**src/design/ooo_pkg.sv**
```systemverilog
/*
 * sizes, vector types and ALU function codes shared by the core
 * widths of the index types must track the counts below
 */
package ooo_pkg;

    //////////////////////////////////////////////////////////////////////
    // sizes
    //////////////////////////////////////////////////////////////////////
    localparam int XLEN       = 32;
    localparam int AREG_COUNT = 32;                      // architectural regs
    localparam int PREG_COUNT = 64;                      // physical regs
    localparam int ROB_SIZE   = 16;
    localparam int RS_SIZE    = 8;
    localparam int FREE_COUNT = PREG_COUNT - AREG_COUNT; // free list depth

    //////////////////////////////////////////////////////////////////////
    // vector types
    //////////////////////////////////////////////////////////////////////
    typedef logic [XLEN-1:0] word_t;
    typedef logic [4:0]      areg_t;    // log2 AREG_COUNT
    typedef logic [5:0]      preg_t;    // log2 PREG_COUNT
    typedef logic [3:0]      rob_idx_t; // log2 ROB_SIZE
    typedef logic [2:0]      alu_func_t;

    // ALU functions, shifts take b[4:0]
    localparam alu_func_t ALU_ADD = 3'd0;
    localparam alu_func_t ALU_SUB = 3'd1;
    localparam alu_func_t ALU_AND = 3'd2;
    localparam alu_func_t ALU_OR  = 3'd3;
    localparam alu_func_t ALU_XOR = 3'd4;
    localparam alu_func_t ALU_SLL = 3'd5;
    localparam alu_func_t ALU_SRL = 3'd6;
    localparam alu_func_t ALU_SLT = 3'd7; // signed, yields 0 or 1

endpackage

```
**src/design/prf.sv**
```systemverilog
/*
 * physical register values and ready bits, bus bypass on both reads
 * phys reg 0 is hardwired zero and always ready
 */
`timescale 1ns/1ps

module prf (
    input  logic           clock,
    input  logic           rst_n,
    input  ooo_pkg::preg_t opa_preg,
    input  ooo_pkg::preg_t opb_preg,
    input  ooo_pkg::preg_t dest_preg,
    input  logic           dispatch_fire,
    input  logic           dest_write,
    input  logic           cdb_valid,
    input  logic           cdb_write,
    input  ooo_pkg::preg_t cdb_preg,
    input  ooo_pkg::word_t cdb_value,
    output ooo_pkg::word_t opa_value,
    output ooo_pkg::word_t opb_value,
    output logic           opa_ready,
    output logic           opb_ready
);
    import ooo_pkg::*;

    word_t                 values [PREG_COUNT];
    logic [PREG_COUNT-1:0] ready;
    logic                  cdb_wr;
    logic                  hit_a;
    logic                  hit_b;

    assign cdb_wr = cdb_valid & cdb_write & (cdb_preg != '0); // reg 0 stays zero
    assign hit_a  = cdb_wr && (cdb_preg == opa_preg);
    assign hit_b  = cdb_wr && (cdb_preg == opb_preg);

    assign opa_value = hit_a ? cdb_value : values[opa_preg];
    assign opb_value = hit_b ? cdb_value : values[opb_preg];
    assign opa_ready = hit_a | ready[opa_preg];
    assign opb_ready = hit_b | ready[opb_preg];

    always_ff @(posedge clock or negedge rst_n) begin
        if (!rst_n) begin
            for (int i = 0; i < PREG_COUNT; i++) begin
                values[i] <= '0;
                ready[i]  <= (i < AREG_COUNT); // initial arch state
            end
        end else begin
            if (dispatch_fire && dest_write) begin
                ready[dest_preg] <= 1'b0;      // new producer in flight
            end
            if (cdb_wr) begin
                values[cdb_preg] <= cdb_value;
                ready[cdb_preg]  <= 1'b1;
            end
        end
    end

endmodule

```
**config.mk**
```make
export PLATFORM = sky130hd
export DESIGN_NAME = prf
export DESIGN_NICKNAME = d
export VERILOG_FILES = /design/src/design/ooo_pkg.sv /design/src/design/prf.sv
export SDC_FILE = /design/constraint.sdc
export NUM_CORES = 2
export LEC_CHECK = 0
export BUFFER_PORTS_ARGS = -buffer_cell sky130_fd_sc_hd__buf_2
export CAP_MARGIN = 10
export CORE_MARGIN = 3
export CORE_UTILIZATION = 50
export CTS_CLUSTER_DIAMETER = 100
export CTS_CLUSTER_SIZE = 40
export DETAILED_ROUTE_END_ITERATION = 8
export GPL_TIMING_DRIVEN = 0
export HOLD_SLACK_MARGIN = 0.06
export PLACE_DENSITY = 0.67
export SKIP_LAST_GASP = 1
export SLEW_MARGIN = 0
export SYNTH_ARGS = -nofsm -noshare
export SYNTH_HDL_FRONTEND = slang
export SYNTH_SLANG_ARGS = --single-unit
```
**constraint.sdc**
```tcl
create_clock -name clock -period 4.9 [get_ports clock]
set_input_delay 0.735 -clock clock [delete_from_list [all_inputs] [get_ports clock]]
set_output_delay 0.735 -clock clock [all_outputs]
set_load 0.02 [all_outputs]
```
---- Word level (Yosys, flattened, before mapping) ----
Index checks and enable logic that the tools add are counted.
word-level totals
  memories ................................ 0
  output and inout port bits .............. 66
  bits in read-only memories .............. 0
  input bits .............................. 62
  flip-flop bits (word level) ............. 2112
  logic and storage cells ................. 115
  latch bits .............................. 0
  bits in writable memories ............... 0
cells by class
  multipliers ............................. 0
  add/subtract/negate cells ............... 0
  divide/modulo/power cells ............... 0
  mux-type cells .......................... 21
  bitwise operators ....................... 10
  equality and inequality tests ........... 2
  reduce and logical (&&, ||, !) cells .... 7
  order comparisons ....................... 10
  shift operators ......................... 0
operators with widths
  kind                                                                number
  bitwise mux 2048 bit                                                1
  binary-select mux 32 bit (select 6 bit)                             2
  two-way mux 32 bit                                                  7
  demux 32 bit (select 6 bit)                                         1
  two-way mux 64 bit                                                  2
  AND 64 bit                                                          1
  inverter 64 bit                                                     1
  bitwise OR 64 bit                                                   1
  less-than comparator 6 x 7 -> 1 bit (second input constant)         4
  greater-or-equal comparator 7 bit (second input constant)           3
  inverter 6 -> 7 bit                                                 3
  binary-select mux 1 bit (select 6 bit)                              2
  demux 1 bit (select 6 bit)                                          2
  == test 6 bit                                                       2
  greater-or-equal comparator 6 x 1 -> 1 bit (second input constant)  2
  less-than comparator 7 x 1 -> 1 bit (second input constant)         1
  logical AND 1 bit                                                   6
  nonzero test 6 bit                                                  1
  two-way mux 1 bit                                                   4
  AND 1 bit                                                           2
  bitwise OR 1 bit                                                    2

---- Logic depth before layout (Yosys ltp) ----
  word-level depth ........................ 9
  depth in mapped cells ................... 12
  depth with buffers taken out ............ 6

---- Least setup slack after synthesis ----
Ideal clock, no wire load.
  path type ............................... in2out
  from .................................... input opa_preg[0]
  to ...................................... output opa_value[12]
  buffers on the path ..................... 2
  arrival time ............................ 2.757 ns
  stages .................................. 6
  required time ........................... 4.165 ns
  path slack .............................. 1.408 ns
  cell sequence ........................... buf_2 > clkbuf_1 > mux4_2 > mux4_2 > a22oi_1 > nand3_1
between the ends
  cells in the longest elaborated chain, start to end .. 5
  elaborated cells on any way between the ends .. 7
  classes of those cells .................. eq/ne: 1; mux: 4; bitwise: 1; reduce/logical: 1
ends and longest elaborated chain
  element                                                RTL line   text
  start: declaration                                     prf.sv:10  input ooo_pkg::preg_t opa_preg,
  inverter 6 -> 7 bit (not written as such)              prf.sv:36  assign opa_value = hit_a ? cdb_value : values[opa_preg];
  binary-select mux 32 bit (select 6 bit)                prf.sv:36
  two-way mux 32 bit (not written as such) (2 in a row)  prf.sv:36
  two-way mux 32 bit (*)                                 prf.sv:36
  end: declaration                                       prf.sv:19  output ooo_pkg::word_t opa_value,
Mark *: on every way between the ends. The rest lies on a longest branch, timed or not. The select of a mux whose other input is x is not followed.

---- Worst setup path after layout ----
  from .................................... input opa_preg[3]
  to ...................................... output opa_value[24]
The elaborated chain is that of the path after synthesis.

==> metrics.txt <==
Critical Path, Cell by Cell=buf_2, and2_1, buf_2, clkbuf_1, a22oi_1, nand2_1, a22oi_2, a21oi_1, buf_2; CTS tree=done; Seq pwr share=0.519; Crit. End Element=output pin; layout cells sized above 1=0.491; Avg WL per Cell=51.3 µm; Post-synth EDFFs=0; initial antenna violation count=69; Hold Violations, Final=0; max_slew headroom=0.0383; minimum clock period=5.23 ns; global-route wire length before repair=738,000 µm; clock share of power=0.287; Critical R2R Launch=values[608]; Worst EP arrival=4.50 ns; grt ovf=0; FILL cells=18,400; Tcrit/Tclk final=1.07; critical path type=primary input to output pin; largest net degree at the start of global routing=171; post-DR vias/cell=7.72; reg-to-reg endpoint=values[608]; Worst Tran Pin Value=1.44 ns; P_sw=12,600 µW; # port buffers=78; Antenna Violating Nets Remaining=0; Netlist cell types=59; CP Launch Point=opa_preg[3]; setup TNS=-7.46 ns; VDD IR max=0.337 mV; Cell Pwr Density=314 nW/µm²; fin nets=7,895; P_int=25,900 µW; number of max-cap violations=0; post-placement cell count=10,700; Hold Path Class=primary input to flip-flop; most frequent cell after synthesis=dfrtp_1; number of CTS-inserted buffers=86; syn_area_per_cell=14.8 µm²; skew final=0 ns; vias=84,500; top cells by count, synth=dfrtp_1, mux2_2, mux4_2; Seq/Total Area, Yosys=0.469; CP bufs+invs=4; H-tree depth=3; core footprint=223,000 µm²; DR pass1 iterations=9; Syn Nets=7,677; Most common cell on crit path=buf_2; combinational power share=0.194; RSZ-0062 raised after global routing=yes; Post-DP HPWL=407,000 µm; Leak Pwr=0.0556 µW; DRC=0; design area=123,000 µm²; gp weighted congestion=1.05; Top FF cell, synth=dfrtp_1; Power Total=38,600 µW; Ys Warns=0; Worst Setup Start Kind=primary input; Net Sw Frac=0.328; WP data required=4.16 ns; Layout area overhead=8.72%; Post-Synthesis Cells=7,615; Initial Utilization=0.505; violations in the final reports=negative setup slack; Synth area leaders=dfrtp_1, mux2_2, mux4_2; Crit Path Max Fanout=11; critical path depth=9; # setup viols final=55; worst reg2reg path depth=1; CTS max path bufs=3; FP Rows=173; Cell Count, Final, Fillers Out=10,900; synthesized area=113,000 µm²; Synth area leader=dfrtp_1; die area=231,000 µm²; delay-heaviest family, CP=buffers and inverters; CTS clock-pin slew for the worst setup and hold paths=0.16 ns; Placed Area=118,000 µm²; I/O Pins=128; f_max=0.191 GHz; reg-to-reg slack, setup=3.97 ns; Max stage delay on crit path=0.92 ns; status=finished with violations; clock sink count=2,112; Clk Latency, worst-skew pair=0.87 ns; asr flop ratio synth=1.00; crit path max-delay cell type=clkbuf_1; Final Max Slew Viols=0; crit path to=opa_value[24]; All-Layer GR Usage=0.482; fin worst setup slack=-0.332 ns; die span in x=481 µm; Hold Slack=0.257 ns; drt initial violations=14,100; vias in the first global route=80,600; root buf cell=clkbuf_16; DIE HEIGHT=481 µm; routed wire length=562,000 µm; Synth top area share=0.461; #FFs+latches synth=2,112
[area by class of cell]
| class | count | area [µm²] | share of cell area |
|---|---|---|---|
| multi-input cells | 4633 | 56400 | 0.459 |
| flip-flops and latches | 2112 | 52900 | 0.431 |
| plain buffers | 860 | 4700 | 0.0383 |
| well taps | 2975 | 3720 | 0.0303 |
| clock buffers | 89 | 2170 | 0.0177 |
| repair buffers | 135 | 1440 | 0.0118 |
| clock inverters | 66 | 1210 | 0.00988 |
| diodes | 72 | 180 | 0.00147 |
| inverters | 5 | 26.3 | 0.000214 |
[repair_timing]
item	CTS	global route
gates resized for setup	307	87
buffers inserted	7	0
endpoints found under the setup margin	66	51
endpoints found under the hold margin	32	0
pin swaps	6	8
hold buffers	1	0
[stage by stage]
| stage | setup WS [ns] | utilization |
|---|---|---|
| floorplan | 1.41 | - |
| detailed placement | -1.50 | 0.528 |
| global route | -0.141 | 0.549 |
| finish | -0.332 | 0.549 |
| global placement | -44.11 | 0.524 |
| CTS | -0.128 | 0.547 |
[flip-flops by register name (all words and copies together), names as in the netlist]
| name | flops |
|---|---|
| values | 2048 |
| ready | 64 |
[layer usage]
metal | wire [µm] | global-route usage | vias up
li1 | - | - | 29700
met1 | 196000 | 0.587 | 45200
met2 | 224000 | 0.636 | 7496
met3 | 92500 | 0.276 | 2008
met4 | 48800 | 0.336 | 28
met5 | 861 | 0.0166 | -
[how the worst min path moves through the flow]
stage	cells past startpoint	from	end
global placement	1	ready[0]	ready[0]
global route	4	dest_preg[0]	ready[26]
floorplan	0	rst_n	ready[32]
CTS	4	dest_preg[0]	ready[28]
detailed placement	1	ready[0]	ready[0]
finish	4	dest_preg[0]	ready[26]
[cell families after synthesis]
logic type                Yosys count  synth area share
AOI/OAI and AO/OA                 619            0.0375
xor gates and xnor gates           12          0.000931
buffers and inverters             870            0.0352
DFF                              2112             0.469
muxes                            3412             0.433
and+or+nand+nor                   590            0.0247
[placed cells by master, fill, tap and decap left out, types with 68 or more instances in the layout]
| master | count |
|---|---|
| dfrtp_1 | 2080 |
| mux2_2 | 1992 |
| mux4_2 | 971 |
| mux2i_1 | 415 |
| clkbuf_1 | 326 |
| buf_2 | 323 |
| a22oi_1 | 251 |
| nand2_1 | 193 |
| nand3_1 | 163 |
| o21ai_0 | 112 |
| buf_4 | 103 |
| clkbuf_16 | 86 |
| nor2_1 | 79 |
| diode_2 | 72 |
| a21oi_1 | 70 |
| clkbuf_2 | 68 |
[power by group through the flow]
| stage | sequential [µW] | clock [µW] | combinational (µW) |
|---|---|---|---|
| floorplan | 19900 | 0 | 4180 |
| global placement | 20200 | 0 | 6830 |
| detailed placement | 20300 | 0 | 7030 |
| CTS | 19900 | 11000 | 7120 |
| global route | 20200 | 11500 | 7570 |
| finish | 20000 | 11100 | 7500 |
(Power assumes the default switching activity.)
