**config.mk**
```make
export PLATFORM = sky130hd
export DESIGN_NAME = rename_ctrl
export DESIGN_NICKNAME = d
export VERILOG_FILES = /design/src/design/ooo_pkg.sv /design/src/design/rename_ctrl.sv
export SDC_FILE = /design/constraint.sdc
export NUM_CORES = 1
export LEC_CHECK = 0
export BUFFER_PORTS_ARGS = -buffer_cell sky130_fd_sc_hd__buf_2
export CORE_UTILIZATION = 34
export CTS_BUF_LIST = sky130_fd_sc_hd__clkbuf_16
export DETAILED_ROUTE_END_ITERATION = 10
export PLACE_DENSITY_LB_ADDON = 0.2
export SYNTH_ARGS = -nofsm -noshare
export SYNTH_HDL_FRONTEND = slang
export SYNTH_SLANG_ARGS = --single-unit
```
**constraint.sdc**
```tcl
create_clock -name clock -period 3.2 [get_ports clock]
set_input_delay 0.32 -clock clock [delete_from_list [all_inputs] [get_ports clock]]
set_output_delay 0.32 -clock clock [all_outputs]
set_load 0.05 [all_outputs]
```
**src/design/ooo_pkg.sv**
```systemverilog
/*
 * sizes, vector types and ALU function codes shared by the core
 * widths of the index types must track the counts below
 */
package ooo_pkg;

    //////////////////////////////////////////////////////////////////////
    // sizes
    //////////////////////////////////////////////////////////////////////
    localparam int XLEN       = 32;
    localparam int AREG_COUNT = 32;                      // architectural regs
    localparam int PREG_COUNT = 64;                      // physical regs
    localparam int ROB_SIZE   = 16;
    localparam int RS_SIZE    = 8;
    localparam int FREE_COUNT = PREG_COUNT - AREG_COUNT; // free list depth

    //////////////////////////////////////////////////////////////////////
    // vector types
    //////////////////////////////////////////////////////////////////////
    typedef logic [XLEN-1:0] word_t;
    typedef logic [4:0]      areg_t;    // log2 AREG_COUNT
    typedef logic [5:0]      preg_t;    // log2 PREG_COUNT
    typedef logic [3:0]      rob_idx_t; // log2 ROB_SIZE
    typedef logic [2:0]      alu_func_t;

    // ALU functions, shifts take b[4:0]
    localparam alu_func_t ALU_ADD = 3'd0;
    localparam alu_func_t ALU_SUB = 3'd1;
    localparam alu_func_t ALU_AND = 3'd2;
    localparam alu_func_t ALU_OR  = 3'd3;
    localparam alu_func_t ALU_XOR = 3'd4;
    localparam alu_func_t ALU_SLL = 3'd5;
    localparam alu_func_t ALU_SRL = 3'd6;
    localparam alu_func_t ALU_SLT = 3'd7; // signed, yields 0 or 1

endpackage

```
**src/design/rename_ctrl.sv**
```systemverilog
/*
 * rename table plus circular free list of physical registers
 * reg 0 is never renamed and always reads physical reg 0
 */
`timescale 1ns/1ps

module rename_ctrl (
    input  logic           clock,
    input  logic           rst_n,
    input  logic           dispatch_valid,
    input  ooo_pkg::areg_t opa_areg,
    input  ooo_pkg::areg_t opb_areg,
    input  ooo_pkg::areg_t dest_areg,
    input  logic           rob_full,
    input  logic           rs_full,
    input  logic           commit_free_valid,
    input  ooo_pkg::preg_t commit_prev_preg,
    output logic           stall,
    output logic           dispatch_fire,
    output ooo_pkg::preg_t opa_preg,
    output ooo_pkg::preg_t opb_preg,
    output ooo_pkg::preg_t dest_preg,
    output ooo_pkg::preg_t prev_preg,
    output logic           dest_write
);
    import ooo_pkg::*;

    preg_t rat [AREG_COUNT];       // arch -> phys map
    preg_t free_list [FREE_COUNT];
    logic [$clog2(FREE_COUNT)-1:0] fl_head; // pop side
    logic [$clog2(FREE_COUNT)-1:0] fl_tail; // push side
    logic [$clog2(FREE_COUNT):0]   fl_count;
    logic                          pop;

    assign stall         = rob_full | rs_full | (fl_count == '0);
    assign dispatch_fire = dispatch_valid & ~stall;
    assign dest_write    = (dest_areg != '0);
    assign pop           = dispatch_fire & dest_write;

    // sources see the mapping before this dispatch's update
    assign opa_preg  = rat[opa_areg];
    assign opb_preg  = rat[opb_areg];
    assign prev_preg = rat[dest_areg];
    assign dest_preg = dest_write ? free_list[fl_head] : '0;

    always_ff @(posedge clock or negedge rst_n) begin
        if (!rst_n) begin
            for (int i = 0; i < AREG_COUNT; i++) begin
                rat[i] <= preg_t'(i);              // identity map
            end
            for (int i = 0; i < FREE_COUNT; i++) begin
                free_list[i] <= preg_t'(AREG_COUNT + i); // 32..63
            end
            fl_head  <= '0;
            fl_tail  <= '0;
            fl_count <= FREE_COUNT[$clog2(FREE_COUNT):0];
        end else begin
            if (pop) begin
                rat[dest_areg] <= free_list[fl_head];
                fl_head        <= fl_head + 1'b1;
            end
            // old mapping comes back once its overwriter commits
            if (commit_free_valid) begin
                free_list[fl_tail] <= commit_prev_preg;
                fl_tail            <= fl_tail + 1'b1;
            end
            fl_count <= fl_count + commit_free_valid - pop; // both may hit at once
        end
    end

endmodule

```
After elaboration in Yosys (flattened, before gate mapping). Cells that the tools add are included.

Flip-flop bits (word level): 400. Bits in latches: 0. RAM bits: 0. ROM bits: 0. Input port bits: 27. Output and inout bits: 27. Word-level logic and storage cells: 111. Memories: 0.

Add/sub/neg operators: 4. Multipliers: 0. Div/mod/pow operators: 0. Magnitude comparators: 7. Equality and inequality tests: 0. Shift-type cells: 0. Mux-type cells: 19. Bitwise operators: 10. Reduce and logical (&&, ||, !) cells: 4.

Operators by type and width (number): bitwise mux 192 bit (2); binary-select mux 6 bit (select 5 bit) (4); two-way mux 6 bit (11); demux 6 bit (select 5 bit) (2); greater-or-equal comparator 6 bit, second input constant (5); NOT 5 -> 6 bit (5); less-than comparator 6 x 1 -> 1 bit, second input constant (2); adder 5 x 1 -> 5 bit, second input constant (2); adder 6 x 1 -> 6 bit (1); zero test 6 bit (1); subtractor 6 x 1 -> 6 bit (1); nonzero test 5 bit (1); AND 1 bit (2); logical AND 1 bit (2); OR 1 bit (2); NOT 1 bit (1).

Longest topological paths before layout. Gate-level depths: netlist of the first run.

Depth after elaboration: 6. Mapped depth: 15. Depth with buffers taken out: 14.

Least setup slack after synthesis of the first run. OpenSTA, ideal clock, no wires.

Kind: input-to-reg. From: in dest_areg[4]. To: reg fl_count[4]. Library setup time: 122 ps. Data arrival time: 2830 ps. Required time: 3078 ps. Setup slack: 248 ps. Stages on the path: 15. Path buffers: 2. Path through: buf_2 nor3_1 nand2_1 and3_1 clkbuf_1 ha_1 inv_1 ha_1 inv_1 fa_1 inv_1 a21oi_1 nor2_1 nor2_1 xnor2_1.

Longest elaborated chain between the ends: 3.

Ends and longest elaborated chain: start, declared (RTL line rename_ctrl.sv:13) `input ooo_pkg::areg_t dest_areg,`; nonzero test 5 bit (RTL line rename_ctrl.sv:37) `assign dest_write = (dest_areg != '0);`; net dest_write (RTL line rename_ctrl.sv:24) `output logic dest_write`; AND 1 bit (RTL line rename_ctrl.sv:38) `assign pop = dispatch_fire & dest_write;`; net pop (RTL line rename_ctrl.sv:33) `logic pop;`; subtractor 6 x 1 -> 6 bit (RTL line rename_ctrl.sv:67) `fl_count <= fl_count + commit_free_valid - pop;`; end signal, assigned (RTL line rename_ctrl.sv:56) `fl_count <= FREE_COUNT[$clog2(FREE_COUNT):0];`; end signal, assigned (RTL line rename_ctrl.sv:67); end, declared (RTL line rename_ctrl.sv:32) `logic [$clog2(FREE_COUNT):0] fl_count;`.

The timed path passes the listed nets, and every way through them passes these cells. A chain may end at the register's enable or synchronous reset.

Final worst setup path of the first run.
From: reg fl_head[0]. To: out dest_preg[5].

Longest elaborated chain between the ends: 5.

Ends and longest elaborated chain: start, declared (RTL line rename_ctrl.sv:30) `logic [$clog2(FREE_COUNT)-1:0] fl_head;`; start signal, assigned (RTL line rename_ctrl.sv:60) `fl_head <= fl_head + 1'b1;`; NOT 5 -> 6 bit (implied by the code) (RTL line rename_ctrl.sv:44) `assign dest_preg = dest_write ? free_list[fl_head] : '0;`; binary-select mux 6 bit (select 5 bit) (RTL line rename_ctrl.sv:44); two-way mux 6 bit (implied by the code) (2 in a row) (RTL line rename_ctrl.sv:44); two-way mux 6 bit (RTL line rename_ctrl.sv:44); end, declared (RTL line rename_ctrl.sv:22) `output ooo_pkg::preg_t dest_preg,`.

Every way passes these cells. The select of a mux whose other input is x is not followed.

==> impl_metrics.py, run 1 <==
metrics = {
    "die": {
        "core_area_um2": 63400,
        "die_area_um2": 65600,
        "start_util": 0.346,
        "io_pins": 54,
        "fp.dieW_um": 256,
        "rows": 92,
        "dieHeight_um": 256,
    },
    "logic_synthesis": {
        "syn_inst": 1462,
        "synth-async-reset-ratio": 1.00,
        "synth_ff_type": "dfrtp_1",
        "syn_area_per_cell_um2": 15.0,
        "synth_edf_count": 0,
        "ys_seq_area_frac": 0.467,
        "yosysUniqueCellTypes": 45,
        "yosysWarnings": 0,
        "netlist_area_um2": 21900,
        "synth_nets": 1503,
        "ys_seq_elements": 400,
    },
    "clock_tree": {
        "clock_path_buffers": 3,
        "cts_tree": "built",
        "clock_sink_count": 400,
        "path_clk_slew_ns": 0.06,
        "numCtsBuffers": 48,
        "root_buffer": "clkbuf_16",
        "htree_levels": 2,
        "clkLatencyLatePin_ns": 0.61,
    },
    "grt": {
        "grtUsageMet2": 0.319,
        "grt_max_degree": 90,
        "grt_pass1_vias": 14200,
        "grt_pass1_wl_mm": 96.7,
        "grt.busiest_layer": "met2",
        "grtUsageMet1": 0.265,
        "antenna_found_initial": 0,
        "grt_overflow": 0,
        "track_usage": 0.195,
        "globalRouteMet3Util": 0.0305,
    },
    "worst_hold_path": {
        "hp-class": "in -> reg",
        "worstHoldStart": "commit_free_valid",
    },
    "critical_path": {
        "crit_path_end_kind": "output pin",
        "cp-startpoint": "fl_head[0]",
        "r2r-start": "fl_count[5]",
        "cp.required_ns": 2.88,
        "critical_path.max_fanout": 8,
        "start_kind": "register",
        "critical_path_class": "reg -> out",
        "arrival_ns": 2.80,
    },
    "place": {
        "portBuffers": 53,
        "place_inst": 2309,
        "post-place-ws_ns": 0.324,
        "hpwl_mm": 42.4,
        "gp_congestion": 0.877,
    },
    "power_and_ir_drop": {
        "clkPwrFrac": 0.229,
        "switching_power_uw": 8820,
        "leakagePower_uw": 0.0106,
        "p_int_uw": 14700,
        "cellPowerDensity_nw_per_um2": 938,
        "power_uw": 23500,
        "ir_drop_mv": 1.11,
        "p_seq_frac": 0.365,
        "p_comb_frac": 0.405,
        "p_sw_frac": 0.375,
    },
    "timing": {
        "relSlewSlack": 0.421,
        "rsz0062_at_grt": "true",
        "max_freq_ghz": 0.320,
        "setup_viol": 0,
        "hold_viol": 0,
        "tightest_slew_ns": 0.868,
        "slew_viol_final": 0,
        "hold_slack_ns": 0.188,
        "fin_ws_ns": 0.0753,
        "period_share": 0.976,
        "skew_ns": 0.0366,
        "fin_crit_ns": 3.12,
    },
    "route": {
        "drc_errors": 0,
        "final_antenna_net_count": 0,
        "routed_wl_mm": 62.8,
        "vias": 13600,
        "avgRoutedWirePerCell_um": 26.1,
        "drtIter0Drc": 1074,
        "via_per_inst": 5.63,
        "firstDrtPassIters": 5,
    },
    "cells_and_area": {
        "nets": 1562,
        "layout-drive-gt1-share": 0.612,
        "fin_cells": 2406,
        "post-route-util": 0.396,
        "diodes": 0,
        "area_growth_pct": 14.3,
    },
    "flow_run": {
        "maxCapViolCount": 0,
    },
    "status": {
        "status": "completed",
    },
}
## stage by stage
step	instance area (um2)	TNS (ns)
after floorplan	21900	0
after global placement	23400	0
after detailed placement	23400	0
after CTS	25000	-0.0156
after global routing	25100	0
final	25100	0
## synth_stat cells, types with 2 or more instances
| cell type | number | share of area |
|---|---|---|
| mux2_2 | 391 | 0.20 |
| dfrtp_1 | 207 | 0.24 |
| dfstp_2 | 193 | 0.23 |
| mux4_2 | 152 | 0.16 |
| mux2i_1 | 96 | 0.044 |
| a22oi_1 | 66 | 0.023 |
| buf_2 | 49 | 0.011 |
| clkbuf_1 | 48 | 0.0082 |
| nor2_1 | 40 | 0.0068 |
| a21oi_1 | 33 | 0.0075 |
| nand2_1 | 23 | 0.0039 |
| inv_1 | 16 | 0.0027 |
| ha_1 | 13 | 0.0074 |
| mux4_1 | 13 | 0.016 |
| nand3_1 | 13 | 0.0030 |
| nand4_1 | 13 | 0.0037 |
| and2_1 | 8 | 0.0023 |
| nor2b_1 | 8 | 0.0023 |
| nor3_1 | 8 | 0.0018 |
| buf_4 | 7 | 0.0024 |
| xnor2_1 | 7 | 0.0028 |
| buf_1 | 6 | 0.0010 |
| nor4_4 | 6 | 0.0058 |
| nand2b_1 | 5 | 0.0014 |
| buf_6 | 4 | 0.0021 |
| nand3b_1 | 4 | 0.0014 |
| xor2_1 | 4 | 0.0016 |
| mux4_4 | 3 | 0.0034 |
| nand4b_1 | 3 | 0.0012 |
| nor3b_2 | 3 | 0.0017 |
| and3_1 | 2 | 0.00057 |
| and4b_1 | 2 | 0.00091 |
| buf_8 | 2 | 0.0014 |
| o21ai_0 | 2 | 0.00046 |
| or2_2 | 2 | 0.00057 |
## power groups by stage
stage               Sequential, uW  Clock [uW]  Combinational, uW
floorplan                     8100           0               6530
global placement              8570           0               9080
detailed placement            8660           0               9160
CTS                           8570        5570               9430
global route                  8860        5780              10200
finish                        8600        5400               9540
## placed cells by master, fill, tap and decap left out, types with 40 or more instances in the layout
cell type	instances
mux2_2	391
dfrtp_1	206
dfstp_2	193
mux4_2	152
mux2i_1	96
a22oi_1	63
buf_4	61
clkbuf_16	49
buf_2	43
nor2_1	40
## worst paths after layout
kind | slack, ns | end | depth (start not counted)
min | 0.19 | fl_tail[1] | 3
max in group asynchronous | 1.80 | free_list[161] | 3
min in group asynchronous | 0.37 | rat[30] | 2
max | 0.08 | dest_preg[5] | 7
min reg2reg | 0.42 | rat[186] | 0
max reg2reg | 0.35 | fl_count[4] | 14
## sequential cells by signal, summed over array words and instances (netlist names)
register,flops
fl_tail,5
free_list,192
fl_head,5
fl_count,6
rat,192
## metal layers
layer / routed length [um] / vias up
met3: 3080 / 90
met2: 30700 / 391
met1: 27200 / 7299
met5: 0 / -
met4: 1730 / 0
li1: - / 5775
## critical path, cell delays in order, from the launching register on
cell and delay, ns:
dfrtp_4 0.58, buf_4 0.23, mux2i_1 0.14, a22oi_1 0.30, a21oi_1 0.16, nor4_4 0.37, and2_4 0.23, buf_4 0.20
## layout make-up
class	instances	area (um2)
Clock buffer	48	1200
Clock inverter	41	352
Fill cell	5880	38300
Inverter	16	60.1
Multi-Input combinational cell	927	11100
Sequential cell	400	10300
Tap cell	846	1060
Timing Repair Buffer	128	1100
## cells by family after synthesis
kind of cell             synth area share
AO/OA/AOI/OAI                      0.0316
buffers and inverters              0.0307
AND/OR/NAND/NOR                    0.0385
flip-flops                          0.467
adder cells (fa/ha/maj)           0.00832
multiplexers                        0.419
XOR/XNOR                          0.00439
## timing repair
item | CTS | global route
setup endpoints to repair | 6 | 6
hold buffers | 1 | 0
endpoints found under the hold margin | 37 | 0
cloned | 0 | 1
setup buffers | 4 | 2
gates resized for setup | 11 | 12
pin swaps | 2 | 9
(Power assumes the default switching activity.)
==> run 2, diff against run 1 <==
--- a/config.mk
+++ b/config.mk
@@ -10,6 +10,8 @@
 export CTS_BUF_LIST = sky130_fd_sc_hd__clkbuf_16
 export DETAILED_ROUTE_END_ITERATION = 10
 export PLACE_DENSITY_LB_ADDON = 0.2
+export SETUP_SLACK_MARGIN = 0.4
+export SLEW_MARGIN = 15
 export SYNTH_ARGS = -nofsm -noshare
 export SYNTH_HDL_FRONTEND = slang
 export SYNTH_SLANG_ARGS = --single-unit
==> impl_metrics.py, run 2 (synthesis results as in run 1) <==
metrics = {
    "grt": {
        "grt_overflow": 0,
        "grt_max_degree": 85,
        "grt_pass1_wl_mm": 98.0,
        "track_usage": 0.198,
        "grt_pass1_vias": 14300,
        "antenna_found_initial": 4,
    },
    "route": {
        "drtIter0Drc": 914,
        "routed_wl_mm": 64.3,
        "vias": 13700,
        "via_per_inst": 5.63,
        "drc_errors": 0,
        "avgRoutedWirePerCell_um": 26.5,
        "firstDrtPassIters": 4,
        "final_antenna_net_count": 0,
    },
    "critical_path": {
        "critical_path_class": "reg -> out",
        "critical_path.max_fanout": 11,
        "path_depth": 8,
        "cp.required_ns": 2.88,
        "path_buf_inv": 3,
        "worstRegToRegCells": 7,
        "crit_chain": "buf_12, buf_6, mux2i_1, a22oi_1, a21oi_1, nor4_4, and2_4, buf_8",
        "worst_path_largest_cell_delay_ns": 0.54,
        "arrival_ns": 2.73,
        "crit_path_end_kind": "output pin",
        "critPathTopFamily": "simple AND/OR/NAND/NOR gates",
        "slowest_stage": "dfrtp_4",
        "start_kind": "register",
    },
    "place": {
        "gp_congestion": 0.825,
        "portBuffers": 53,
        "hpwl_mm": 42.1,
        "post-place-ws_ns": 0.138,
    },
    "timing": {
        "rsz0062_at_grt": "true",
        "fin_crit_ns": 3.05,
        "period_share": 0.953,
        "tightest_slew_ns": 0.726,
        "hold_viol": 0,
        "skew_ns": 0.0502,
        "tns_ns": 0,
        "setup_viol": 0,
        "relSlewSlack": 0.516,
        "fin_ws_ns": 0.150,
        "max_freq_ghz": 0.328,
        "hold_slack_ns": 0.228,
        "slew_viol_final": 0,
    },
    "flow_run": {
        "maxCapViolCount": 0,
    },
    "cells_and_area": {
        "post-route-util": 0.404,
        "nets": 1583,
        "layout-drive-gt1-share": 0.647,
        "largestRegisters": "free_list x192, rat x192, fl_count x6",
        "area_growth_pct": 16.6,
        "diodes": 0,
        "final_cell_mix": "379 x mux2_2, 204 x dfrtp_1, 193 x dfstp_2, 153 x mux4_2, 88 x mux2i_1",
        "final_common_cell": "mux2_2",
    },
    "clock_tree": {
        "clock_sink_count": 400,
        "clock_path_buffers": 3,
        "path_clk_slew_ns": 0.06,
        "numCtsBuffers": 48,
        "cts_tree": "built",
        "clkLatencyLatePin_ns": 0.62,
        "root_buffer": "clkbuf_16",
        "htree_levels": 2,
    },
    "die": {
        "fp.dieW_um": 256,
        "io_pins": 54,
        "dieHeight_um": 256,
        "rows": 92,
        "start_util": 0.346,
        "core_area_um2": 63400,
        "die_area_um2": 65600,
    },
    "worst_hold_path": {
        "whs_path_depth": 3,
        "hp-class": "in -> reg",
    },
    "power_and_ir_drop": {
        "power_uw": 24000,
        "ir_drop_mv": 1.03,
        "cellPowerDensity_nw_per_um2": 936,
        "leakagePower_uw": 0.0107,
    },
    "status": {
        "status": "completed",
    },
}
==> run 2: area by class of cell <==
| cell class | instances | area [um2] |
|---|---|---|
| Sequential cell | 400 | 10300 |
| Tap cell | 846 | 1060 |
| Multi-Input combinational cell | 929 | 11400 |
| Fill cell | 5840 | 37800 |
| Inverter | 16 | 60.1 |
| Clock buffer | 48 | 1200 |
| Clock inverter | 41 | 225 |
| Timing Repair Buffer | 147 | 1410 |
==> run 2: metrics by stage <==
stage,instance area (um2),std cells
2_1_floorplan,22000,1462
3_3_place_gp,23300,2304
3_5_place_dp,23300,2304
4_1_cts,25400,2415
5_1_grt,25600,2427
6_report,25600,2427
==> run 2: timing repair <==
item / in CTS / in global routing
pin swaps: 14 / 14
gates cloned: 2 / 0
resized for setup: 120 / 26
endpoints found under the setup margin: 199 / 52
hold endpoints to repair: 36 / 0
setup buffers: 19 / 12
hold buffers: 1 / 0
==> run 2: path summary, 6_finish.rpt <==
kind                              startpoint            end  slack, ns
setup / recovery                  fl_head[0]   dest_preg[4]       0.15
hold / removal             commit_free_valid     fl_tail[1]       0.23
setup reg to reg                 fl_count[5]        rat[23]       0.52
hold reg to reg                     rat[190]       rat[190]       0.42
max in group asynchronous              rst_n  free_list[48]       1.95
min in group asynchronous              rst_n        rat[83]       0.35
==> run 2: worst register-to-register path: cells and delay by family (launching register included) <==
family	cells	cell delay, ns
buffers and inverters	2	0.33
AO/OA/AOI/OAI	1	0.29
flip-flops	1	0.51
multiplexers	1	0.40
adder cells (fa/ha/maj)	1	0.18
AND/OR/NAND/NOR	2	0.86
==> run 2: power breakdown <==
group          switching [uW]  internal, uW
clock network            2260          2730
logic                    5560          4840
registers                1240          7320
==> run 2: per-layer routing <==
metal  GRT usage  up-vias  part of all wire
li1            -     5809                 -
met1       0.266     7426              0.43
met2       0.326      336              0.49
met3      0.0317      100             0.042
met4      0.0659        2             0.032
met5           0        -           0.00031
