==> src/design/ooo_pkg.sv <==
/*
 * sizes, vector types and ALU function codes shared by the core
 * widths of the index types must track the counts below
 */
package ooo_pkg;

    //////////////////////////////////////////////////////////////////////
    // sizes
    //////////////////////////////////////////////////////////////////////
    localparam int XLEN       = 32;
    localparam int AREG_COUNT = 32;                      // architectural regs
    localparam int PREG_COUNT = 64;                      // physical regs
    localparam int ROB_SIZE   = 16;
    localparam int RS_SIZE    = 8;
    localparam int FREE_COUNT = PREG_COUNT - AREG_COUNT; // free list depth

    //////////////////////////////////////////////////////////////////////
    // vector types
    //////////////////////////////////////////////////////////////////////
    typedef logic [XLEN-1:0] word_t;
    typedef logic [4:0]      areg_t;    // log2 AREG_COUNT
    typedef logic [5:0]      preg_t;    // log2 PREG_COUNT
    typedef logic [3:0]      rob_idx_t; // log2 ROB_SIZE
    typedef logic [2:0]      alu_func_t;

    // ALU functions, shifts take b[4:0]
    localparam alu_func_t ALU_ADD = 3'd0;
    localparam alu_func_t ALU_SUB = 3'd1;
    localparam alu_func_t ALU_AND = 3'd2;
    localparam alu_func_t ALU_OR  = 3'd3;
    localparam alu_func_t ALU_XOR = 3'd4;
    localparam alu_func_t ALU_SLL = 3'd5;
    localparam alu_func_t ALU_SRL = 3'd6;
    localparam alu_func_t ALU_SLT = 3'd7; // signed, yields 0 or 1

endpackage

==> src/design/rob.sv <==
/*
 * circular reorder buffer, commits the head once done, one per cycle
 * commit outputs are registered, so commit trails completion by an edge
 */
`timescale 1ns/1ps

module rob (
    input  logic              clock,
    input  logic              rst_n,
    input  logic              dispatch_fire,
    input  ooo_pkg::areg_t    dest_areg,
    input  logic              dest_write,
    input  ooo_pkg::preg_t    prev_preg,
    input  logic              cdb_valid,
    input  ooo_pkg::rob_idx_t cdb_rob_idx,
    input  ooo_pkg::word_t    cdb_value,
    output ooo_pkg::rob_idx_t rob_tail,
    output logic              rob_full,
    output logic              commit_valid,
    output ooo_pkg::areg_t    commit_dest_areg,
    output ooo_pkg::word_t    commit_value,
    output logic              commit_free_valid,
    output ooo_pkg::preg_t    commit_prev_preg
);
    import ooo_pkg::*;

    areg_t                     dest [ROB_SIZE];
    logic [ROB_SIZE-1:0]       wr;
    preg_t                     prev [ROB_SIZE];
    logic [ROB_SIZE-1:0]       done;
    word_t                     value [ROB_SIZE];
    rob_idx_t                  head;
    rob_idx_t                  tail;
    logic [$clog2(ROB_SIZE):0] count;
    logic                      commit_now;

    assign rob_tail   = tail;
    assign rob_full   = (count == ROB_SIZE[$clog2(ROB_SIZE):0]);
    assign commit_now = (count != '0) && done[head];

    //////////////////////////////////////////////////////////////////////
    // pointers, done bits and commit strobes
    //////////////////////////////////////////////////////////////////////
    always_ff @(posedge clock or negedge rst_n) begin
        if (!rst_n) begin
            head              <= '0;
            tail              <= '0;
            count             <= '0;
            done              <= '0;
            commit_valid      <= 1'b0;
            commit_free_valid <= 1'b0;
        end else begin
            if (dispatch_fire) begin
                done[tail] <= 1'b0;
                tail       <= tail + 1'b1; // 16 entries, wraps by itself
            end
            if (cdb_valid) done[cdb_rob_idx] <= 1'b1; // completion
            if (commit_now) head <= head + 1'b1;
            count             <= count + dispatch_fire - commit_now;
            commit_valid      <= commit_now;
            commit_free_valid <= commit_now & wr[head]; // reg 0 frees nothing
        end
    end

    // entry payload and commit data
    always_ff @(posedge clock) begin
        if (dispatch_fire) begin
            dest[tail] <= dest_areg;
            wr[tail]   <= dest_write;
            prev[tail] <= prev_preg;
        end
        if (cdb_valid) value[cdb_rob_idx] <= cdb_value;
        commit_dest_areg <= dest[head];
        commit_value     <= value[head];
        commit_prev_preg <= prev[head];
    end

endmodule

==> config.mk <==
export PLATFORM = sky130hd
export DESIGN_NAME = rob
export DESIGN_NICKNAME = d
export VERILOG_FILES = /design/src/design/ooo_pkg.sv /design/src/design/rob.sv
export SDC_FILE = /design/constraint.sdc
export NUM_CORES = 1
export LEC_CHECK = 0
export BUFFER_PORTS_ARGS = -buffer_cell sky130_fd_sc_hd__clkbuf_2
export CAP_MARGIN = 25
export CELL_PAD_IN_SITES_DETAIL_PLACEMENT = 0
export CELL_PAD_IN_SITES_GLOBAL_PLACEMENT = 1
export CORE_MARGIN = 8
export CORE_UTILIZATION = 55
export CTS_CLUSTER_DIAMETER = 40
export CTS_CLUSTER_SIZE = 10
export DETAILED_ROUTE_END_ITERATION = 6
export PLACE_DENSITY_LB_ADDON = 0.05
export SLEW_MARGIN = 30
export SYNTH_ARGS = -nofsm -noshare
export SYNTH_HDL_FRONTEND = slang
export SYNTH_SLANG_ARGS = --single-unit
==> constraint.sdc <==
create_clock -name clock -period 3.4 [get_ports clock]
set_input_delay 1.02 -clock clock [delete_from_list [all_inputs] [get_ports clock]]
set_output_delay 1.02 -clock clock [all_outputs]
set_load 0.05 [all_outputs]
Yosys cells after proc, flatten, opt, wreduce, memory -nomap -nowiden
Memory sizes are Yosys's and may differ from the RTL's. A register that Yosys moved wholly into a read port is not among the register bits.
Cells that the tools add are included.
Cells by class
  add/sub/neg operators: 4
  $lt $le $gt $ge: 5
  eq/ne operators: 1
  muxes and demuxes: 15
  bitwise logic cells: 4
  reductions and logical operators: 4
Operators with widths (number)
  $mux W16: 2
  $and A16 B16 Y16: 1
  $bwmux W16: 1
  $not A16 Y16: 1
  $or A16 B16 Y16: 1
  $lt A4 B5 Y1 const B: 3
  $add A4 B1 Y4 const B: 2
  $bmux W1 S4: 2
  $demux W1 S4: 2
  $ge A4 B1 Y1 const B: 2
  $mux W1: 8
  $add A5 B1 Y5: 1
  $eq A5 B5 Y1 const B: 1
  $reduce_bool A5 Y1: 1
  $sub A5 B1 Y5: 1
  $logic_and A1 B1 Y1: 3
  $and A1 B1 Y1: 1
Word-level totals
  register bits after elaboration: 47
  RAM bits: 688
  output and inout bits: 50
  logic and storage cells: 43
  memories: 3
Memories
  value: depth 16, bits a word 32, read ports 1, clocked after memory_dff 1, write ports 1, line rob.sv:31  | word_t value [ROB_SIZE];
  prev: depth 16, bits a word 6, read ports 1, clocked after memory_dff 1, write ports 1, line rob.sv:29  | preg_t prev [ROB_SIZE];
  dest: depth 16, bits a word 5, read ports 1, clocked after memory_dff 1, write ports 1, line rob.sv:27  | areg_t dest [ROB_SIZE];

Logic depth before layout (Yosys ltp)
Gate-level depths: netlist of run 1.
  depth after elaboration: 9
  depth in mapped cells: 16
  mapped depth without buffers: 16

Worst setup path before layout of run 1
No wires, ideal clock.
  path type: input port to flip-flop
  start point: input port cdb_rob_idx[1]
  end point: memory value[0][0] (netlist bit) (enable)
  library setup time: 0.463 ns
  data arrival time: 3.879 ns
  data required time: 2.937 ns
  setup slack: -0.942 ns
  stages: 3
  path through: or3b_2 -> clkbuf_1 -> nor3_1
RTL lines
  start: declaration: line rob.sv:15  | input ooo_pkg::rob_idx_t cdb_rob_idx,
  end: declaration: line rob.sv:31
No word-level cell before the write port.

Worst setup path after layout of run 1
  start point: register count[2]
  end point: register count[4]
Between the ends
  cells in the longest elaborated chain, start to end: 3
  elaborated cells on any way between the ends: 4
Ends and longest elaborated chain
  start: declaration: line rob.sv:34  | logic [$clog2(ROB_SIZE):0] count;
  start signal: assignment: line rob.sv:59  | count <= count + dispatch_fire - commit_now;
  $reduce_bool A5 Y1: line rob.sv:39  | assign commit_now = (count != '0) && done[head];
  $logic_and A1 B1 Y1: line rob.sv:39
  net commit_now: line rob.sv:35  | logic commit_now;
  $sub A5 B1 Y5: line rob.sv:59
The timed path passes the listed nets, and every way through them passes these cells.
A chain may end at the register's enable or synchronous reset.

==> flow_metrics.py, run 1 <==
metrics = {
    "power": {
        "p_leak_nw": 11.44,
        "p_per_area_nw_per_um2": 880.8,
        "ir_drop_v": 0.0009143,
    },
    "placed_design": {
        "port_buffers": 101,
        "gp_congestion": 0.7554,
        "hpwl_um": 32530,
    },
    "die": {
        "fp.dieH_um": 245.5,
        "io_pins": 102,
        "die_w_um": 245.5,
        "num_rows": 84,
        "initial_core_util_pct": 55.35,
        "core_area_um2": 52340,
        "die-area_um2": 60270,
    },
    "timing": {
        "finalMaxSlewViolations": 0,
        "rsz0062_at_grt": "false",
        "setup_viol": 0,
        "tightest_slew_ns": 0.9430,
        "skew_ns": 0.01263,
        "hold_ws_ns": 0.4559,
        "hold_viol": 0,
        "period_share_pct": 92.55,
        "period_needed_ns": 3.147,
        "fmax_mhz": 317.8,
        "slew_headroom_pct": 37.13,
        "setup_tns_ns": 0,
    },
    "clock_tree": {
        "insertion_delay_ns": 0.64,
        "cts_tree": "yes",
        "cts-htree-levels": 3,
        "clk_pin_slew_ns": 0.05,
        "clockBufferDepth": 3,
        "cts_setup_buffers": 0,
        "cts_buffers": 104,
        "hold_buffers": 0,
        "cts_resized": 0,
        "cts-root-buf": "clkbuf_16",
        "clock_sinks": 778,
    },
    "route": {
        "viasPerCell": 5.954,
        "remaining_drc_errors": 0,
        "wire_per_inst_um": 27.59,
        "dr.pass1.iters": 5,
        "wl_um": 60370,
        "vias": 13028,
        "ant_nets": 0,
        "initialDrtViolationCount": 1169,
    },
    "setup_path": {
        "cp-end-kind": "flip-flop",
        "r2r-start": "count[2]",
        "crit_arrival_ns": 3.66,
        "critPathKind": "reg2reg",
        "worst_path_max_delay_cell": "or4b_1",
        "crit_fanout": 4,
        "worst_path_largest_cell_delay_ns": 0.59,
        "critPathTopFamily": "adder cells",
        "reg2reg_to": "count[4]",
        "reg2regPathDepth": 17,
        "r2r_setup_slack_ns": 0.25,
        "cp_cell_sequence": "inv_1 > ha_1 > nor4b_1 > buf_4 > a21o_1 > or4b_1 > nand2_2 > ha_1 > inv_1 > ha_1 > inv_1 > fa_1 > inv_1 > a21oi_1 > nor2_1 > nor2_1 > xnor2_1",
        "timing.critical_path.required_ns": 3.91,
        "start_kind": "flip-flop",
        "cp_common_cell": "inv_1",
        "critPathBufInv": 5,
    },
    "cells_and_area": {
        "fill_cells": 3463,
        "nets": 1471,
        "drive_gt1_share_pct": 36.92,
        "area_growth_syn_to_layout_pct": 18.26,
    },
    "synthesis": {
        "yosysTopAreaCell": "edfxtp_1",
        "synth_cell_type_count": 44,
        "synth.net_count": 1270,
        "netlist_top_cells_count": "704 x edfxtp_1, 219 x mux4_2, 43 x dfxtp_1",
        "netlist_instances": 1206,
        "yosys_warnings": 0,
        "syn-cell-area_um2": 28970,
        "synthArstFlopShare_pct": 3.985,
        "seq_area_frac_synth_pct": 78.62,
        "syn-mean-instance-area_um2": 24.02,
        "synth_area_leaders": "edfxtp_1 73%, mux4_2 17%, dfxtp_1 3.0%, dfrtp_1 2.7%, ha_1 0.48%",
        "yosys.area.top_type_share_pct": 72.98,
        "synthFlopType": "edfxtp_1",
        "ys_ff_latch": 778,
        "post-synth-top-count-cell": "edfxtp_1",
        "synth_edf_count": 704,
    },
    "grt": {
        "grt_pass1_wl_um": 91090,
        "grt_pass1_vias": 13916,
        "gr-total-overflow": 0,
        "grt_max_degree": 129,
        "antenna_found_initial": 3,
        "gr-usage-all-layers_pct": 20.49,
    },
    "flow_run": {
        "cap_violations": 0,
    },
    "worst_hold_path": {
        "min_path_type": "in2async",
    },
    "outcome": {
        "status": "finished clean",
    },
}
[logic make-up after synthesis]
family,after synthesis,share of synthesized area (%)
adder cells (fa/ha/maj),12,0.5442
flip-flops,778,78.62
buffers and inverters,84,1.322
AO/OA/AOI/OAI,30,0.6910
XOR/XNOR,9,0.2721
multiplexers,229,17.39
AND/OR/NAND/NOR,64,1.153
[where the power goes]
group | internal (W) | switching (W) | leakage, nW
sequential | 0.0113 | 0.000364 | 7.08
clock | 0.00692 | 0.00391 | 1.70
combinational | 0.00344 | 0.00423 | 2.67
total | 0.0217 | 0.00850 | 11.4
[worst max-delay path by stage]
stage | from | endpoint | slack (ns) | cells after the start
detailed placement | count[2] | count[4] | 0.24 | 17
CTS | count[2] | count[4] | 0.22 | 17
global route | count[3] | count[4] | 0.04 | 17
global placement | count[3] | count[4] | 0.27 | 17
floorplan | cdb_rob_idx[1] | value[8][0] | -0.04 | 3
finish | count[2] | count[4] | 0.25 | 17
[layout by cell type, fill, tap and decap left out, types with 5 or more instances in the layout]
cell and instances:
dfxtp_1 43, inv_1 26, and2_1 7, bufinv_16 14, clkbuf_2 101, ha_1 11
dfrtp_1 27, o22ai_1 13, nand2_1 8, clkinvlp_4 5, clkbuf_8 6, o21ai_0 5
clkbuf_1 41, nor2_1 9, clkinv_2 15, mux2i_1 5, mux4_2 219, buf_12 13
edfxtp_1 704, xnor2_1 5, buf_4 39, clkbuf_16 105, nor2_4 12
[area by class of cell]
type | count | area (µm²) | area share (%)
antenna | 2 | 5.005 | 0.01461
clock buffer | 152 | 2864 | 8.360
timing repair buffer | 153 | 1059 | 3.090
multi-input combinational | 344 | 5944 | 17.35
sequential | 778 | 22790 | 66.52
inverter | 26 | 97.59 | 0.2849
clock inverter | 45 | 639.4 | 1.866
tap | 688 | 860.8 | 2.513
[state kept, by name, summed over array words and instances, names as in the netlist]
| register | cells |
|---|---|
| commit_prev_preg | 6 |
| head | 4 |
| commit_dest_areg | 5 |
| wr | 16 |
| commit_value | 32 |
| dest | 80 |
| count | 5 |
| commit_valid | 1 |
| rob_tail | 4 |
| prev | 96 |
| done | 16 |
| commit_free_valid | 1 |
| value | 512 |
[layer usage]
| layer | routed length (µm) | up-vias | global-route usage (%) |
|---|---|---|---|
| met5 | 8 | - | 0 |
| met4 | 944 | 2 | 5.627 |
| met3 | 3416 | 81 | 3.910 |
| met2 | 29430 | 377 | 31.66 |
| met1 | 26570 | 7033 | 30.15 |
| li1 | - | 5535 | - |
[metrics by stage]
step / cells / total power (W) / setup slack (ns) / cell area (µm²) / util, %
after floorplan: 1206 / 0.01766 / -0.04323 / 28990 / -
after global placement: 1989 / 0.01967 / 0.2659 / 30750 / 58.75
after detailed placement: 1989 / 0.01969 / 0.2368 / 30750 / 58.75
after CTS: 2186 / 0.03055 / 0.2236 / 34250 / 65.45
after global routing: 2186 / 0.03142 / 0.04058 / 34250 / 65.45
final: 2188 / 0.03017 / 0.2533 / 34260 / 65.45
No activity file was read; power rests on OpenSTA's default activity.
==> inputs of run 2 (changes only) <==
Settings changed: CORE_UTILIZATION 55 to 50.
==> run 2 against run 1 <==
Against the previous run: clock power increased by 5%; clock-buffer cell count increased by 1; via count increased by 0.51%; core utilization decreased by 5.1 points; cell count increased by 4.0%; die area increased by 9.3%; critical path type unchanged; critical endpoint unchanged; largest cell class unchanged.
==> flow_metrics.py, run 2 (synthesis gave the netlist of run 1 again) <==
metrics = {
    "outcome": {
        "status": "finished clean",
    },
    "setup_path": {
        "timing.critical_path.required_ns": 3.91,
        "critPathKind": "reg2reg",
        "reg2regPathDepth": 17,
        "crit_arrival_ns": 3.68,
        "start_kind": "flip-flop",
        "cp-end-kind": "flip-flop",
        "crit_fanout": 4,
    },
    "power": {
        "pwr-share-seq_pct": 38.3,
        "power_frac_clock_pct": 36.9,
        "comb_power_share_pct": 24.8,
        "total_power_w": 0.03063,
        "internal-power_w": 0.02198,
        "power.switching_w": 0.008647,
        "ir_drop_v": 0.0006309,
        "p_per_area_nw_per_um2": 882.7,
        "p_leak_nw": 11.58,
        "p_sw_share_pct": 28.23,
    },
    "cells_and_area": {
        "largest_reg_flops": 512,
        "regMostFlops": "value",
        "area_growth_syn_to_layout_pct": 19.78,
        "final_core_util_pct": 60.37,
        "reg.largest.list": "value x512, prev x96, dest x80",
        "final_common_cell": "edfxtp_1",
        "mostFrequentLayoutCells": "704 x edfxtp_1, 219 x mux4_2, 111 x clkbuf_16",
        "nets": 1478,
        "drive_gt1_share_pct": 37.93,
        "fill_cells": 4097,
        "multi_input_area_um2": 5944,
        "regArea_um2": 22790,
    },
    "timing": {
        "period_share_pct": 93.07,
        "fmax_mhz": 316.0,
        "setup_viol": 0,
        "slew_headroom_pct": 35.33,
        "rsz0062_at_grt": "false",
        "skew_ns": 0.02158,
        "period_needed_ns": 3.164,
        "finalMaxSlewViolations": 0,
        "hold_viol": 0,
        "tightest_slew_ns": 0.9700,
    },
    "grt": {
        "grt_max_degree": 92,
        "gr-total-overflow": 0,
        "gr-usage-all-layers_pct": 18.82,
        "grt_pass1_wl_um": 91990,
        "grt_pass1_vias": 14023,
        "antenna_found_initial": 7,
    },
    "route": {
        "wire_per_inst_um": 27.33,
        "ant_nets": 0,
        "wl_um": 62210,
        "vias": 13095,
        "initialDrtViolationCount": 1043,
        "dr.pass1.iters": 5,
        "viasPerCell": 5.754,
        "remaining_drc_errors": 0,
    },
    "worst_hold_path": {
        "min_path_type": "in2async",
    },
    "clock_tree": {
        "clock_sinks": 778,
        "cts_setup_buffers": 0,
        "clk_pin_slew_ns": 0.05,
        "cts-htree-levels": 3,
        "cts_buffers": 109,
        "cts_tree": "yes",
        "clockBufferDepth": 3,
        "cts_resized": 0,
        "hold_buffers": 0,
        "insertion_delay_ns": 0.65,
        "cts-root-buf": "clkbuf_16",
    },
    "die": {
        "io_pins": 102,
        "num_rows": 88,
        "initial_core_util_pct": 50.40,
        "core_area_um2": 57480,
        "fp.dieH_um": 256.7,
        "die_w_um": 256.7,
        "die-area_um2": 65900,
    },
    "flow_run": {
        "cap_violations": 0,
    },
    "placed_design": {
        "gp_congestion": 0.7602,
        "hpwl_um": 32310,
        "port_buffers": 101,
    },
}
[run 2: layout make-up]
cell class	instances	share of cell area [%]
diodes	3	0.02164
clock buffers	153	8.748
clock inverters	52	1.998
inverters	26	0.2813
multi-input cells	344	17.13
flip-flops and latches	778	65.68
well taps	765	2.759
repair buffers	155	3.382
[run 2: critical path, cell delays in order (launching register included)]
cell and delay [ns]:
dfrtp_1 0.36, inv_1 0.06, ha_1 0.18, nor4b_1 0.14, buf_4 0.14, a21o_1 0.15
or4b_1 0.58, nand2_2 0.10, ha_1 0.22, inv_1 0.06, ha_1 0.17, inv_1 0.06
fa_1 0.42, inv_1 0.07, a21oi_1 0.06, nor2_1 0.09, nor2_1 0.06, xnor2_1 0.12
[run 2: power groups by stage]
stage	combinational (W)	clock, W	sequential, W
finish	0.00761	0.0113	0.0117
global route	0.00816	0.0119	0.0118
CTS	0.00781	0.0115	0.0117
detailed placement	0.00779	0	0.0119
global placement	0.00780	0	0.0119
floorplan	0.00489	0	0.0128
[run 2: through the flow]
| step | cells | hold WS [ns] | TNS [ns] | worst slack (ns) | instance area, µm² |
|---|---|---|---|---|---|
| floorplan | 1206 | 0.4458 | -2.767 | -0.04323 | 28990 |
| CTS | 2273 | 0.4756 | 0 | 0.2045 | 34690 |
| global route | 2274 | 0.5049 | 0 | 0.03544 | 34690 |
| global placement | 2068 | 0.4878 | 0 | 0.2694 | 30960 |
| detailed placement | 2068 | 0.4742 | 0 | 0.2115 | 30960 |
| finish | 2276 | 0.4748 | 0 | 0.2357 | 34700 |
[run 2: worst paths after layout]
| check | start | to | slack [ns] |
|---|---|---|---|
| setup / recovery | count[3] | count[4] | 0.24 |
| hold / removal | rst_n | rob_tail[3] | 0.47 |
| setup reg to reg | count[3] | count[4] | 0.24 |
| hold reg to reg | done[4] | done[4] | 0.48 |
| max in group asynchronous | rst_n | head[1] | 2.31 |
| min in group clock | done[4] | done[4] | 0.48 |
[run 2: routing by layer]
metal  GRT usage, %  wire (µm)  up-vias
met3          3.634       3404       78
met2          29.60      30000      361
met4          5.373        934        6
met1          26.93      27830     7098
met5              0         45        -
li1               -          -     5552
==> inputs of run 3 (changes only) <==
Settings changed: CORE_ASPECT_RATIO from default to 1.75.
Clock period 3.4 ns to 3.7 ns, I/O delays scaled along.
==> run 3 against run 2 <==
Against the previous run: core utilization down 2.3 points; total power is 16% lower; critical path depth stayed put; sequential cell count is the same.
==> flow_metrics.py, run 3 (synthesis gave the netlist of run 1 again) <==
metrics = {
    "route": {
        "dr.pass1.iters": 5,
        "viasPerCell": 5.786,
        "remaining_drc_errors": 0,
        "wl_um": 62860,
        "wire_per_inst_um": 28.28,
        "vias": 12863,
        "ant_nets": 0,
        "initialDrtViolationCount": 913,
    },
    "die": {
        "core_area_um2": 57680,
        "die_w_um": 198.0,
        "io_pins": 102,
        "die-area_um2": 66200,
        "fp.dieH_um": 334.4,
        "num_rows": 117,
        "initial_core_util_pct": 50.23,
    },
    "timing": {
        "setup_viol": 0,
        "hold_viol": 0,
        "setup_tns_ns": 0,
        "hold_ws_ns": 0.4859,
        "period_share_pct": 86.45,
        "rsz0062_at_grt": "false",
        "tightest_slew_ns": 0.8138,
        "finalMaxSlewViolations": 0,
        "skew_ns": 0.01913,
        "fmax_mhz": 312.6,
        "period_needed_ns": 3.199,
        "slew_headroom_pct": 45.74,
    },
    "grt": {
        "grt_pass1_vias": 14221,
        "gr-usage-all-layers_pct": 19.57,
        "grt_pass1_wl_um": 93410,
        "antenna_found_initial": 2,
        "grt_max_degree": 86,
        "gr-total-overflow": 0,
    },
    "setup_path": {
        "start_kind": "flip-flop",
        "timing.critical_path.required_ns": 4.19,
        "r2r-start": "count[2]",
        "r2r_setup_slack_ns": 0.50,
        "worst_path_largest_cell_delay_ns": 0.57,
        "reg2regPathDepth": 17,
        "cp_cell_sequence": "inv_1 > ha_1 > nor4b_1 > buf_4 > a21o_1 > or4b_1 > nand2_2 > ha_1 > inv_1 > ha_1 > inv_1 > fa_1 > inv_1 > a21oi_1 > nor2_1 > nor2_1 > xnor2_1",
        "cp-end-kind": "flip-flop",
        "critPathKind": "reg2reg",
        "crit_arrival_ns": 3.69,
        "cp_common_cell": "inv_1",
        "reg2reg_to": "count[4]",
        "worst_path_max_delay_cell": "or4b_1",
        "crit_fanout": 4,
    },
    "clock_tree": {
        "clockBufferDepth": 3,
        "cts_resized": 0,
        "cts_buffers": 90,
        "clk_pin_slew_ns": 0.05,
        "insertion_delay_ns": 0.62,
        "cts_tree": "yes",
        "hold_buffers": 0,
        "clock_sinks": 778,
        "cts-root-buf": "clkbuf_16",
        "cts_setup_buffers": 0,
        "cts-htree-levels": 3,
    },
    "cells_and_area": {
        "largest_reg_flops": 512,
        "multi_input_area_um2": 5944,
        "stdcell_area_um2": 33510,
        "nets": 1452,
        "final_common_cell": "edfxtp_1",
        "regMostFlops": "value",
        "regArea_um2": 22790,
        "fill_cells": 4290,
        "drive_gt1_share_pct": 34.30,
        "reg.largest.list": "value x512, prev x96, dest x80",
        "area_growth_syn_to_layout_pct": 15.69,
        "mostFrequentLayoutCells": "704 x edfxtp_1, 219 x mux4_2, 101 x clkbuf_2",
    },
    "worst_hold_path": {
        "min_path_cells": 1,
        "hold_end": "done[4]",
        "min_from": "done[4]",
        "min_path_type": "reg2reg",
    },
    "placed_design": {
        "hpwl_um": 33200,
        "gp_congestion": 0.7661,
        "port_buffers": 101,
        "place_area_um2": 30870,
    },
    "power": {
        "ir_drop_v": 0.0005372,
        "p_per_area_nw_per_um2": 765.0,
        "total_power_w": 0.02564,
        "p_leak_nw": 10.99,
    },
    "flow_run": {
        "cap_violations": 0,
    },
    "outcome": {
        "status": "finished clean",
    },
}
==> run 3: changes by cell type in the layout (fill, tap and decap cells not counted), moves of 2 or more <==
cell | before | now
clkinvlp_4 | 8 | 2
clkinv_4 | 5 | 0
clkbuf_8 | 10 | 1
buf_4 | 33 | 27
diode_2 | 3 | 1
clkbuf_16 | 111 | 92
buf_6 | 0 | 2
buf_12 | 21 | 18
bufinv_16 | 13 | 1
clkinv_8 | 3 | 1
clkbuf_1 | 32 | 47
clkinv_2 | 17 | 2
==> run 3: critical path: cells and delay by family (launching register included) <==
kind	cells	cell delay, ns
adder cells (fa/ha/maj)	4	1.02
AND/OR/NAND/NOR	5	1.00
buffers and inverters	5	0.41
flip-flops	1	0.35
AO/OA/AOI/OAI	2	0.20
XOR/XNOR	1	0.11
==> run 3: layout make-up <==
| type | count | share of cell area, % |
|---|---|---|
| clock buffer | 140 | 7.437 |
| sequential | 778 | 68.00 |
| tap | 773 | 2.886 |
| timing repair buffer | 148 | 3.256 |
| clock inverter | 13 | 0.3845 |
| inverter | 26 | 0.2912 |
| antenna | 1 | 0.007467 |
| multi-input combinational | 344 | 17.74 |
==> run 3: through the flow <==
| stage | setup slack [ns] | util [%] | std cells |
|---|---|---|---|
| global route | 0.2649 | 58.10 | 2222 |
| finish | 0.5013 | 58.10 | 2223 |
| floorplan | 0.1641 | - | 1206 |
| global placement | 0.5121 | 53.51 | 2068 |
| CTS | 0.4723 | 58.07 | 2221 |
| detailed placement | 0.4939 | 53.52 | 2068 |
==> run 3: how the worst max path moves through the flow <==
| stage | startpoint | to | cells after the start |
|---|---|---|---|
| 2_1_floorplan | cdb_rob_idx[1] | value[1][0] | 3 |
| 3_3_place_gp | head[1] | commit_value[9] | 4 |
| 3_5_place_dp | count[2] | count[4] | 17 |
| 4_1_cts | count[2] | count[4] | 17 |
| 5_1_grt | count[2] | count[4] | 17 |
| 6_report | count[2] | count[4] | 17 |
==> run 3: report_power, final <==
group	switching [W]	total, W	internal [W]
Sequential	0.000377	0.0108	0.0104
Combinational	0.00379	0.00693	0.00315
Clock	0.00326	0.00794	0.00468
==> run 3: routing by layer <==
metal	GRT usage (%)	part of all wire, %
met3	3.433	4.0
met4	5.577	1.8
met5	0	0.043
met2	35.49	55
met1	23.64	39
